===== src/hw/rv_mini_params.svh =====
`ifndef RV_MINI_PARAMS_SVH
`define RV_MINI_PARAMS_SVH

// RAM depth in 32-bit words, indexed by byte address bits 11:2
`define RAM_WORDS 1024

// PC value after reset
`define BOOT_ADDR 32'h0000_0080

// memory mapped test peripherals, only decoded on data writes
`define PERIPH_PASS_ADDR 32'h2000_0000
`define PERIPH_FAIL_ADDR 32'h2000_0004
`define PERIPH_EXIT_ADDR 32'h2000_0008

`endif


===== src/hw/rv_mini_pkg.sv =====
package rv_mini_pkg;

    // base opcodes of the supported RV32I subset
    typedef enum logic [6:0] {
        OPC_OP     = 7'b0110011,
        OPC_OP_IMM = 7'b0010011,
        OPC_LUI    = 7'b0110111,
        OPC_LOAD   = 7'b0000011,
        OPC_STORE  = 7'b0100011,
        OPC_BRANCH = 7'b1100011,
        OPC_JAL    = 7'b1101111,
        OPC_JALR   = 7'b1100111
    } opcode_e;

    typedef enum logic [3:0] {
        ALU_ADD,
        ALU_SUB,
        ALU_AND,
        ALU_OR,
        ALU_XOR,
        ALU_SLT,
        ALU_PASS_B
    } alu_op_e;

    typedef enum logic [2:0] {
        CLS_ALU,
        CLS_LOAD,
        CLS_STORE,
        CLS_BRANCH,
        CLS_JAL,
        CLS_JALR,
        CLS_ILLEGAL
    } instr_class_e;

    typedef enum logic [1:0] {
        BR_EQ,
        BR_NE,
        BR_LT
    } branch_cond_e;

    typedef struct packed {
        instr_class_e iclass;
        alu_op_e      alu_op;
        branch_cond_e br_cond;
        logic [4:0]   rs1;
        logic [4:0]   rs2;
        logic [4:0]   rd;
        logic         we;
        logic [31:0]  imm;
        logic         use_imm;
    } decoded_instr_t;

    typedef struct packed {
        logic [31:0] addr;
        logic [31:0] wdata;
        logic        we;
        logic [3:0]  be;
    } mem_req_t;

    typedef struct packed {
        logic [31:0] wb_val;
        logic [31:0] next_pc;
        logic        taken;
    } exec_result_t;

endpackage


===== src/hw/rv_decode.sv =====
`timescale 1ns/1ns

module rv_decode import rv_mini_pkg::*; (
    input  logic [31:0]    instr_i,
    output decoded_instr_t dec_o
);

    opcode_e     opcode;
    logic [2:0]  funct3;
    logic [6:0]  funct7;
    logic [31:0] imm_i;
    logic [31:0] imm_s;
    logic [31:0] imm_b;
    logic [31:0] imm_u;
    logic [31:0] imm_j;
    logic        has_rd;

    assign opcode = opcode_e'(instr_i[6:0]);
    assign funct3 = instr_i[14:12];
    assign funct7 = instr_i[31:25];

    assign imm_i = {{20{instr_i[31]}}, instr_i[31:20]};
    assign imm_s = {{20{instr_i[31]}}, instr_i[31:25], instr_i[11:7]};
    assign imm_b = {{19{instr_i[31]}}, instr_i[31], instr_i[7], instr_i[30:25],
                    instr_i[11:8], 1'b0};
    assign imm_u = {instr_i[31:12], 12'b0};
    assign imm_j = {{11{instr_i[31]}}, instr_i[31], instr_i[19:12], instr_i[20],
                    instr_i[30:21], 1'b0};

    always_comb begin
        dec_o.iclass  = CLS_ILLEGAL;
        dec_o.alu_op  = ALU_ADD;
        dec_o.br_cond = BR_EQ;
        dec_o.rs1     = instr_i[19:15];
        dec_o.rs2     = instr_i[24:20];
        dec_o.rd      = instr_i[11:7];
        dec_o.imm     = imm_i;
        dec_o.use_imm = 1'b0;
        has_rd        = 1'b0;

        case (opcode)
            OPC_OP: begin
                has_rd = 1'b1;
                dec_o.iclass = CLS_ALU;
                case ({funct7, funct3})
                    10'b0000000_000: dec_o.alu_op = ALU_ADD;
                    10'b0100000_000: dec_o.alu_op = ALU_SUB;
                    10'b0000000_111: dec_o.alu_op = ALU_AND;
                    10'b0000000_110: dec_o.alu_op = ALU_OR;
                    10'b0000000_100: dec_o.alu_op = ALU_XOR;
                    10'b0000000_010: dec_o.alu_op = ALU_SLT;
                    default:         dec_o.iclass = CLS_ILLEGAL;
                endcase
            end
            OPC_OP_IMM: begin
                has_rd = 1'b1;
                dec_o.iclass = CLS_ALU;
                dec_o.use_imm = 1'b1;
                case (funct3)
                    3'b000:  dec_o.alu_op = ALU_ADD;
                    3'b111:  dec_o.alu_op = ALU_AND;
                    3'b110:  dec_o.alu_op = ALU_OR;
                    3'b100:  dec_o.alu_op = ALU_XOR;
                    3'b010:  dec_o.alu_op = ALU_SLT;
                    // shifts and SLTIU are outside the subset
                    default: dec_o.iclass = CLS_ILLEGAL;
                endcase
            end
            OPC_LUI: begin
                has_rd = 1'b1;
                dec_o.iclass = CLS_ALU;
                dec_o.alu_op = ALU_PASS_B;
                dec_o.imm = imm_u;
                dec_o.use_imm = 1'b1;
            end
            OPC_LOAD: begin
                has_rd = 1'b1;
                dec_o.use_imm = 1'b1;
                // only full word accesses exist, LB/LH/LBU/LHU trap as illegal
                dec_o.iclass = (funct3 == 3'b010) ? CLS_LOAD : CLS_ILLEGAL;
            end
            OPC_STORE: begin
                dec_o.imm = imm_s;
                dec_o.use_imm = 1'b1;
                dec_o.iclass = (funct3 == 3'b010) ? CLS_STORE : CLS_ILLEGAL;
            end
            OPC_BRANCH: begin
                dec_o.imm = imm_b;
                dec_o.iclass = CLS_BRANCH;
                case (funct3)
                    3'b000:  dec_o.br_cond = BR_EQ;
                    3'b001:  dec_o.br_cond = BR_NE;
                    3'b100:  dec_o.br_cond = BR_LT;
                    default: dec_o.iclass = CLS_ILLEGAL;
                endcase
            end
            OPC_JAL: begin
                has_rd = 1'b1;
                dec_o.iclass = CLS_JAL;
                dec_o.imm = imm_j;
            end
            OPC_JALR: begin
                has_rd = 1'b1;
                dec_o.iclass = (funct3 == 3'b000) ? CLS_JALR : CLS_ILLEGAL;
            end
            default: dec_o.iclass = CLS_ILLEGAL;
        endcase

        // x0 is never written and an illegal instruction writes nothing
        dec_o.we = has_rd && (dec_o.rd != 5'd0) && (dec_o.iclass != CLS_ILLEGAL);
    end

endmodule


===== src/hw/rv_execute.sv =====
`timescale 1ns/1ns

module rv_execute import rv_mini_pkg::*; (
    input  decoded_instr_t dec_i,
    input  logic [31:0]    pc_i,
    input  logic [31:0]    rs1_val_i,
    input  logic [31:0]    rs2_val_i,
    output exec_result_t   res_o,
    output mem_req_t       mem_o
);

    logic [31:0] op_b;
    logic [31:0] alu_res;
    logic        less_than;
    logic        cond_ok;
    logic        taken;
    logic [31:0] pc_plus4;
    logic [31:0] pc_target;
    logic [31:0] jalr_sum;

    // branches never select the immediate, so op_b is rs2 for BLT
    assign op_b      = dec_i.use_imm ? dec_i.imm : rs2_val_i;
    assign less_than = $signed(rs1_val_i) < $signed(op_b);

    always_comb begin
        case (dec_i.alu_op)
            ALU_ADD:    alu_res = rs1_val_i + op_b;
            ALU_SUB:    alu_res = rs1_val_i - op_b;
            ALU_AND:    alu_res = rs1_val_i & op_b;
            ALU_OR:     alu_res = rs1_val_i | op_b;
            ALU_XOR:    alu_res = rs1_val_i ^ op_b;
            ALU_SLT:    alu_res = {31'b0, less_than};
            ALU_PASS_B: alu_res = op_b;
            default:    alu_res = 32'b0;
        endcase
    end

    always_comb begin
        case (dec_i.br_cond)
            BR_EQ:   cond_ok = (rs1_val_i == rs2_val_i);
            BR_NE:   cond_ok = (rs1_val_i != rs2_val_i);
            BR_LT:   cond_ok = less_than;
            default: cond_ok = 1'b0;
        endcase
    end

    assign pc_plus4  = pc_i + 32'd4;
    // branch and JAL targets are both PC relative
    assign pc_target = pc_i + dec_i.imm;
    assign jalr_sum  = rs1_val_i + dec_i.imm;

    always_comb begin
        taken         = 1'b0;
        res_o.wb_val  = alu_res;
        res_o.next_pc = pc_plus4;
        case (dec_i.iclass)
            CLS_BRANCH: begin
                taken = cond_ok;
                if (cond_ok) begin
                    res_o.next_pc = pc_target;
                end
            end
            CLS_JAL: begin
                taken         = 1'b1;
                res_o.wb_val  = pc_plus4;
                res_o.next_pc = pc_target;
            end
            CLS_JALR: begin
                taken         = 1'b1;
                res_o.wb_val  = pc_plus4;
                res_o.next_pc = {jalr_sum[31:1], 1'b0};
            end
            default: begin
                taken = 1'b0;
            end
        endcase
        res_o.taken = taken;
    end

    // loads and stores decode as ADD with the immediate, so the ALU gives the address
    assign mem_o.addr  = alu_res;
    assign mem_o.wdata = rs2_val_i;
    assign mem_o.we    = (dec_i.iclass == CLS_STORE);
    assign mem_o.be    = 4'hf;

endmodule


===== src/hw/rv_result.sv =====
`timescale 1ns/1ns

`include "rv_mini_params.svh"

module rv_result import rv_mini_pkg::*; (
    input  logic           clk_i,
    input  logic           arst_n_i,
    input  decoded_instr_t dec_i,
    input  exec_result_t   res_i,
    input  logic [31:0]    load_data_i,
    input  logic           commit_i,
    output logic [31:0]    pc_o,
    output logic [31:0]    rs1_val_o,
    output logic [31:0]    rs2_val_o
);

    // x0 has no storage, reads of it are forced to zero below
    logic [31:0] regs [1:31];
    logic [31:0] pc_q;
    logic [31:0] wb_data;

    assign wb_data = (dec_i.iclass == CLS_LOAD) ? load_data_i : res_i.wb_val;

    always_ff @(posedge clk_i) begin
        // the decoder clears we for rd == 0, so the index stays in range
        if (commit_i && dec_i.we) begin
            regs[dec_i.rd] <= wb_data;
        end
    end

    always_ff @(posedge clk_i or negedge arst_n_i) begin
        if (!arst_n_i) begin
            pc_q <= `BOOT_ADDR;
        end else if (commit_i) begin
            pc_q <= res_i.next_pc;
        end
    end

    assign pc_o = pc_q;

    assign rs1_val_o = (dec_i.rs1 == 5'd0) ? 32'd0 : regs[dec_i.rs1];
    assign rs2_val_o = (dec_i.rs2 == 5'd0) ? 32'd0 : regs[dec_i.rs2];

endmodule


===== src/hw/rv_core.sv =====
`timescale 1ns/1ns

module rv_core import rv_mini_pkg::*; (
    input  logic        clk_i,
    input  logic        arst_n_i,
    input  logic        fetch_enable_i,

    output logic        instr_req_o,
    output logic [31:0] instr_addr_o,
    input  logic        instr_gnt_i,
    input  logic        instr_rvalid_i,
    input  logic [31:0] instr_rdata_i,

    output logic        data_req_o,
    output mem_req_t    data_o,
    input  logic        data_gnt_i,
    input  logic        data_rvalid_i,
    input  logic [31:0] data_rdata_i
);

    typedef enum logic [2:0] {
        S_FETCH,
        S_WAIT_I,
        S_EXEC,
        S_WAIT_D,
        S_HALT
    } seq_state_e;

    seq_state_e     state_q;
    seq_state_e     state_d;
    logic [31:0]    instr_q;
    mem_req_t       mem_req;
    mem_req_t       mem_q;
    logic           data_req_q;
    logic           is_mem;
    logic           commit;
    decoded_instr_t dec;
    exec_result_t   res;
    logic [31:0]    pc;
    logic [31:0]    rs1_val;
    logic [31:0]    rs2_val;

    rv_decode decode_i (
        .instr_i (instr_q),
        .dec_o   (dec)
    );

    rv_execute execute_i (
        .dec_i     (dec),
        .pc_i      (pc),
        .rs1_val_i (rs1_val),
        .rs2_val_i (rs2_val),
        .res_o     (res),
        .mem_o     (mem_req)
    );

    rv_result result_i (
        .clk_i       (clk_i),
        .arst_n_i    (arst_n_i),
        .dec_i       (dec),
        .res_i       (res),
        .load_data_i (data_rdata_i),
        .commit_i    (commit),
        .pc_o        (pc),
        .rs1_val_o   (rs1_val),
        .rs2_val_o   (rs2_val)
    );

    assign is_mem       = (dec.iclass == CLS_LOAD) || (dec.iclass == CLS_STORE);
    assign instr_req_o  = (state_q == S_FETCH) && fetch_enable_i;
    assign instr_addr_o = pc;
    assign data_req_o   = data_req_q;
    assign data_o       = mem_q;

    always_comb begin
        state_d = state_q;
        commit  = 1'b0;
        case (state_q)
            S_FETCH: begin
                if (instr_req_o && instr_gnt_i) begin
                    state_d = S_WAIT_I;
                end
            end
            S_WAIT_I: begin
                if (instr_rvalid_i) begin
                    state_d = S_EXEC;
                end
            end
            S_EXEC: begin
                if (dec.iclass == CLS_ILLEGAL) begin
                    state_d = S_HALT;
                end else if (is_mem) begin
                    state_d = S_WAIT_D;
                end else begin
                    commit  = 1'b1;
                    state_d = S_FETCH;
                end
            end
            S_WAIT_D: begin
                // stores finish on rvalid as well, it marks completion
                if (!data_req_q && data_rvalid_i) begin
                    commit  = 1'b1;
                    state_d = S_FETCH;
                end
            end
            default: begin
                state_d = S_HALT;
            end
        endcase
    end

    always_ff @(posedge clk_i or negedge arst_n_i) begin
        if (!arst_n_i) begin
            state_q    <= S_FETCH;
            data_req_q <= 1'b0;
        end else begin
            state_q <= state_d;
            if ((state_q == S_EXEC) && is_mem) begin
                data_req_q <= 1'b1;
            end else if (data_req_q && data_gnt_i) begin
                data_req_q <= 1'b0;
            end
        end
    end

    always_ff @(posedge clk_i) begin
        if ((state_q == S_WAIT_I) && instr_rvalid_i) begin
            instr_q <= instr_rdata_i;
        end
        // request payload stays stable while the request waits for its grant
        if (state_q == S_EXEC) begin
            mem_q <= mem_req;
        end
    end

endmodule


===== config.mk =====
export PLATFORM = sky130hd
export DESIGN_NAME = rv_core
export DESIGN_NICKNAME = d
export VERILOG_FILES = /design/src/hw/rv_mini_pkg.sv /design/src/hw/rv_decode.sv /design/src/hw/rv_execute.sv /design/src/hw/rv_result.sv /design/src/hw/rv_core.sv
export VERILOG_INCLUDE_DIRS = /design/src /design/src/hw
export SDC_FILE = /design/constraint.sdc
export NUM_CORES = 2
export LEC_CHECK = 0
export ABC_AREA = 0
export BUFFER_PORTS_ARGS = -buffer_cell sky130_fd_sc_hd__buf_2
export CAP_MARGIN = 20
export CORE_UTILIZATION = 55
export CTS_CLUSTER_SIZE = 25
export DETAILED_ROUTE_END_ITERATION = 8
export MAX_ROUTING_LAYER = met4
export PLACE_DENSITY = 0.68
export SYNTH_ARGS = -nofsm -noshare
export SYNTH_HDL_FRONTEND = slang
export SYNTH_SLANG_ARGS = --single-unit

===== constraint.sdc =====
create_clock -name clk_i -period 8.45 [get_ports clk_i]
set_input_delay 0.845 -clock clk_i [delete_from_list [all_inputs] [get_ports clk_i]]
set_output_delay 0.845 -clock clk_i [all_outputs]
set_load 0.01 [all_outputs]

==> results_dict.tcl <==
set metrics [dict create \
    routabilityCongestion 1.01 \
    power_frac_clock_pct 47.7 \
    initial_core_util_pct 55.7 \
    grt_pass1_wl_um 328000 \
    crit_type "reg2reg" \
    synth_ff_type "edfxtp_1" \
    tns_ns 0 \
    syn_avg_cell_area_um2 13.7 \
    worst_path_largest_cell_delay_ns 0.86 \
    min_period_ns 7.69 \
    crit_arrival_ns 8.21 \
    area_delta_synth_final_pct 11.8 \
    synth.largest_area_cell "edfxtp_1" \
    htree_levels 3 \
    critPathBufInv 3 \
    maxSlewHeadroom_pct 22.9 \
    synth_top_area_share_pct 51.9 \
    die_x_um 341 \
    yosys-mux-area-fraction_pct 18.0 \
    vias_per_cell 7.17 \
    grt_max_degree 71 \
    combPwrFrac_pct 0.4 \
    synth-seq-cells 1135 \
    rsz0062_at_grt "no" \
    critPathTopFamily "compound AO/OA/AOI/OAI gates" \
    clk_pin_slew_worst_paths_ns 0.06 \
    die_h_um 341 \
    final_nets 5049 \
    use_met2_pct 63.3 \
    fp-row-count 123 \
    grt_busiest_layer "met2" \
    drive_above_1_share_pct 22.6 \
    gr-total-overflow 0 \
    synth_edf_count 1089 \
    use_met3_pct 9.03 \
    antenna_left 0 \
    syn_area_um2 63000 \
    fin_crit_sh_pct 91.0 \
    synth-xor-area-share_pct 1.61 \
    vias 46100 \
    pin_count 174 \
    drt_pass1_iterations 6 \
    holdBufCountCts 0 \
    maxSlewViolCount 0 \
    clk_latency_ns 0.75 \
    design_area_um2 70500 \
    synth.top_cells.by_area "edfxtp_1 (52%), mux4_2 (11%), mux2i_1 (3.7%)" \
    grtUsageTotal_pct 41.3 \
    synth_top_family_by_area "multiplexers" \
    wl_per_cell_um 36.3 \
    hold_viol 0 \
    drv_cap 0 \
    p_leak_nw 25.1 \
    place_area_um2 66300 \
    port_buffers 169 \
    pwr-share-seq_pct 51.8 \
    switchingPower_mw 2.35 \
    use_met1_pct 51.1 \
    setup_viol 0 \
    startpoint_type "flip-flop" \
    fin_skew_ns 0.0350 \
    synth_compound_area_share_pct 11.4 \
    drtIter0Drc 6407 \
    finalWirelength_um 233000 \
    synth-simple-area-share_pct 7.96 \
    cts-root-buf "clkbuf_16" \
    holdCritPathClass "in2reg" \
    cp_max_fo 33 \
    yosys.cell_types.count 112 \
    cp_cell_sequence "buf_4, buf_4, mux2i_1, a211oi_2, a21oi_1, a2111oi_1, nand2_1, o21ai_0, ha_1, nor2_1, nand2_1, o21ai_0, o21bai_1, o311a_1, a211oi_1, o21bai_1, a21boi_0, o21ai_0, or3_1, a31o_2, a31oi_2, buf_4" \
    post-cts-setup-buffers 0 \
    power_mw 11.7 \
    swShare_pct 20.1 \
    p_int_mw 9.36 \
    synthAdderAreaFrac_pct 3.26 \
    cts_buffers 117 \
    grt_pass1_vias 44200 \
    ir_drop_v 0.000179 \
    endpoint_kind "flip-flop" \
    dieArea_um2 116000 \
    synthArstFlopShare_pct 3.17 \
    yosys_warnings 0 \
    drc_errors 0 \
    p_per_area_nw_per_um2 166 \
    dp_hpwl_um 161000 \
    ys_seq_area_share_pct 53.6 \
    cts_resized 0 \
    clock_path_buffers 3 \
    antenna_found_initial 7 \
    coreArea_um2 113000 \
    fin_hold_ws_ns 0.270 \
    cts_tree "yes" \
    tightest_slew_ns 1.15 \
    crit_required_ns 8.97 \
    clock-sinks 1135 \
    fmax_mhz 130 \
    synth_cells 4591 \
    slowest_stage "a2111oi_1" \
    status "finished clean" \
]
[worst paths after layout]
check                                             startpoint                              end  slack, ns  cells past startpoint
worst min register to register  result_i.pc_o[7]$_DFFE_PN1P_     result_i.pc_o[7]$_DFFE_PN1P_       0.55                      2
max in group asynchronous                           arst_n_i    result_i.pc_o[19]$_DFFE_PN0P_       7.50                      1
worst max register to register                     flip-flop  result_i.regs[23][26]$_DFFE_PP_       0.76                     22
worst max-delay path                               flip-flop  result_i.regs[23][26]$_DFFE_PP_       0.76                     22
min in group asynchronous                           arst_n_i           state_q[1]$_DFFE_PN0P_       0.28                      1
worst min-delay path                        instr_rdata_i[9]             instr_q[9]$_DFFE_PP_       0.27                      1
[per-stage QoR]
stage | cells | setup WS, ns | util [%]
after global placement | 6192 | 1.20 | 58.5
after global routing | 6423 | 0.462 | 62.3
after floorplan | 4594 | 1.95 | -
after CTS | 6420 | 0.965 | 62.3
final | 6424 | 0.761 | 62.3
after detailed placement | 6197 | 1.03 | 58.6
[synthesized netlist by cell type, types with 28 or more instances]
library cell and instances:
xor2_1 55, o211ai_1 41, a211o_1 37, a21o_1 49, mux2i_1 230, nand2_1 353
o21bai_1 28, inv_1 135, clkbuf_1 135, mux2_2 34, nor3_1 51, nand2b_1 29
nor2b_1 38, o22ai_1 66, o21ai_0 129, a31oi_1 30, buf_4 46, ha_1 158
a22oi_1 40, mux4_1 57, a211oi_1 114, nand3_1 59, nand4_1 30, buf_2 61
mux4_2 317, dfrtp_1 35, nor2_1 341, xnor2_1 61, a21oi_1 229, edfxtp_1 1089
[layout by cell type (no fill, tap or decap), drive strengths merged, types with 57 or more instances in the layout]
cell and n:
edfxtp 1089, mux2i 231, mux4 374, a21oi 230, nand3 59, clkbuf 134, nor2 343, inv 142
a211oi 129, clkinv 57, o21ai 138, nand2 353, buf 418, xnor2 61, o22ai 66, ha 158
[state kept, by name, indices dropped and copies added, names as in the netlist, named ones only]
name / count
result_i.pc_o: 32
instr_q: 32
result_i.regs: 992
data_req_o: 1
state_q: 3
data_o: 65
[logic make-up (layout without fill, tap and decap cells)]
kind of cell | count (synthesis) | after routing
DFF | 1135 | 1135
and+or+nand+nor | 1065 | 1065
AOI/OAI and AO/OA | 1022 | 1022
muxes | 639 | 639
buffers and inverters | 451 | 777
adders and majority gates | 162 | 162
xor gates and xnor gates | 116 | 116
other | 1 | 8
[power by group through the flow]
stage | logic [mW] | clock network, mW | registers, mW
after floorplan | 0.0171 | 0 | 6.20
after global placement | 0.0499 | 0 | 6.20
after detailed placement | 0.0501 | 0 | 6.20
after CTS | 0.0505 | 5.61 | 6.08
after global routing | 0.0542 | 5.82 | 6.07
final | 0.0513 | 5.59 | 6.08
[cell type report]
| cell class | instances | area (µm²) |
|---|---|---|
| timing repair buffer | 418 | 3020 |
| sequential | 1135 | 33800 |
| antenna | 4 | 10.0 |
| multi-input combinational | 3008 | 27100 |
| fill | 8490 | 42700 |
| clock buffer | 134 | 3040 |
| tap | 1500 | 1880 |
| clock inverter | 89 | 1090 |
| inverter | 136 | 510 |
[routing by layer]
layer  vias to the layer above  wire, µm
li1                      18800         -
met1                     23200     83200
met2                      3388    108000
met3                       705     26600
met4                         0     15200
met5                         -         0
No activity file was read; power rests on OpenSTA's default activity.
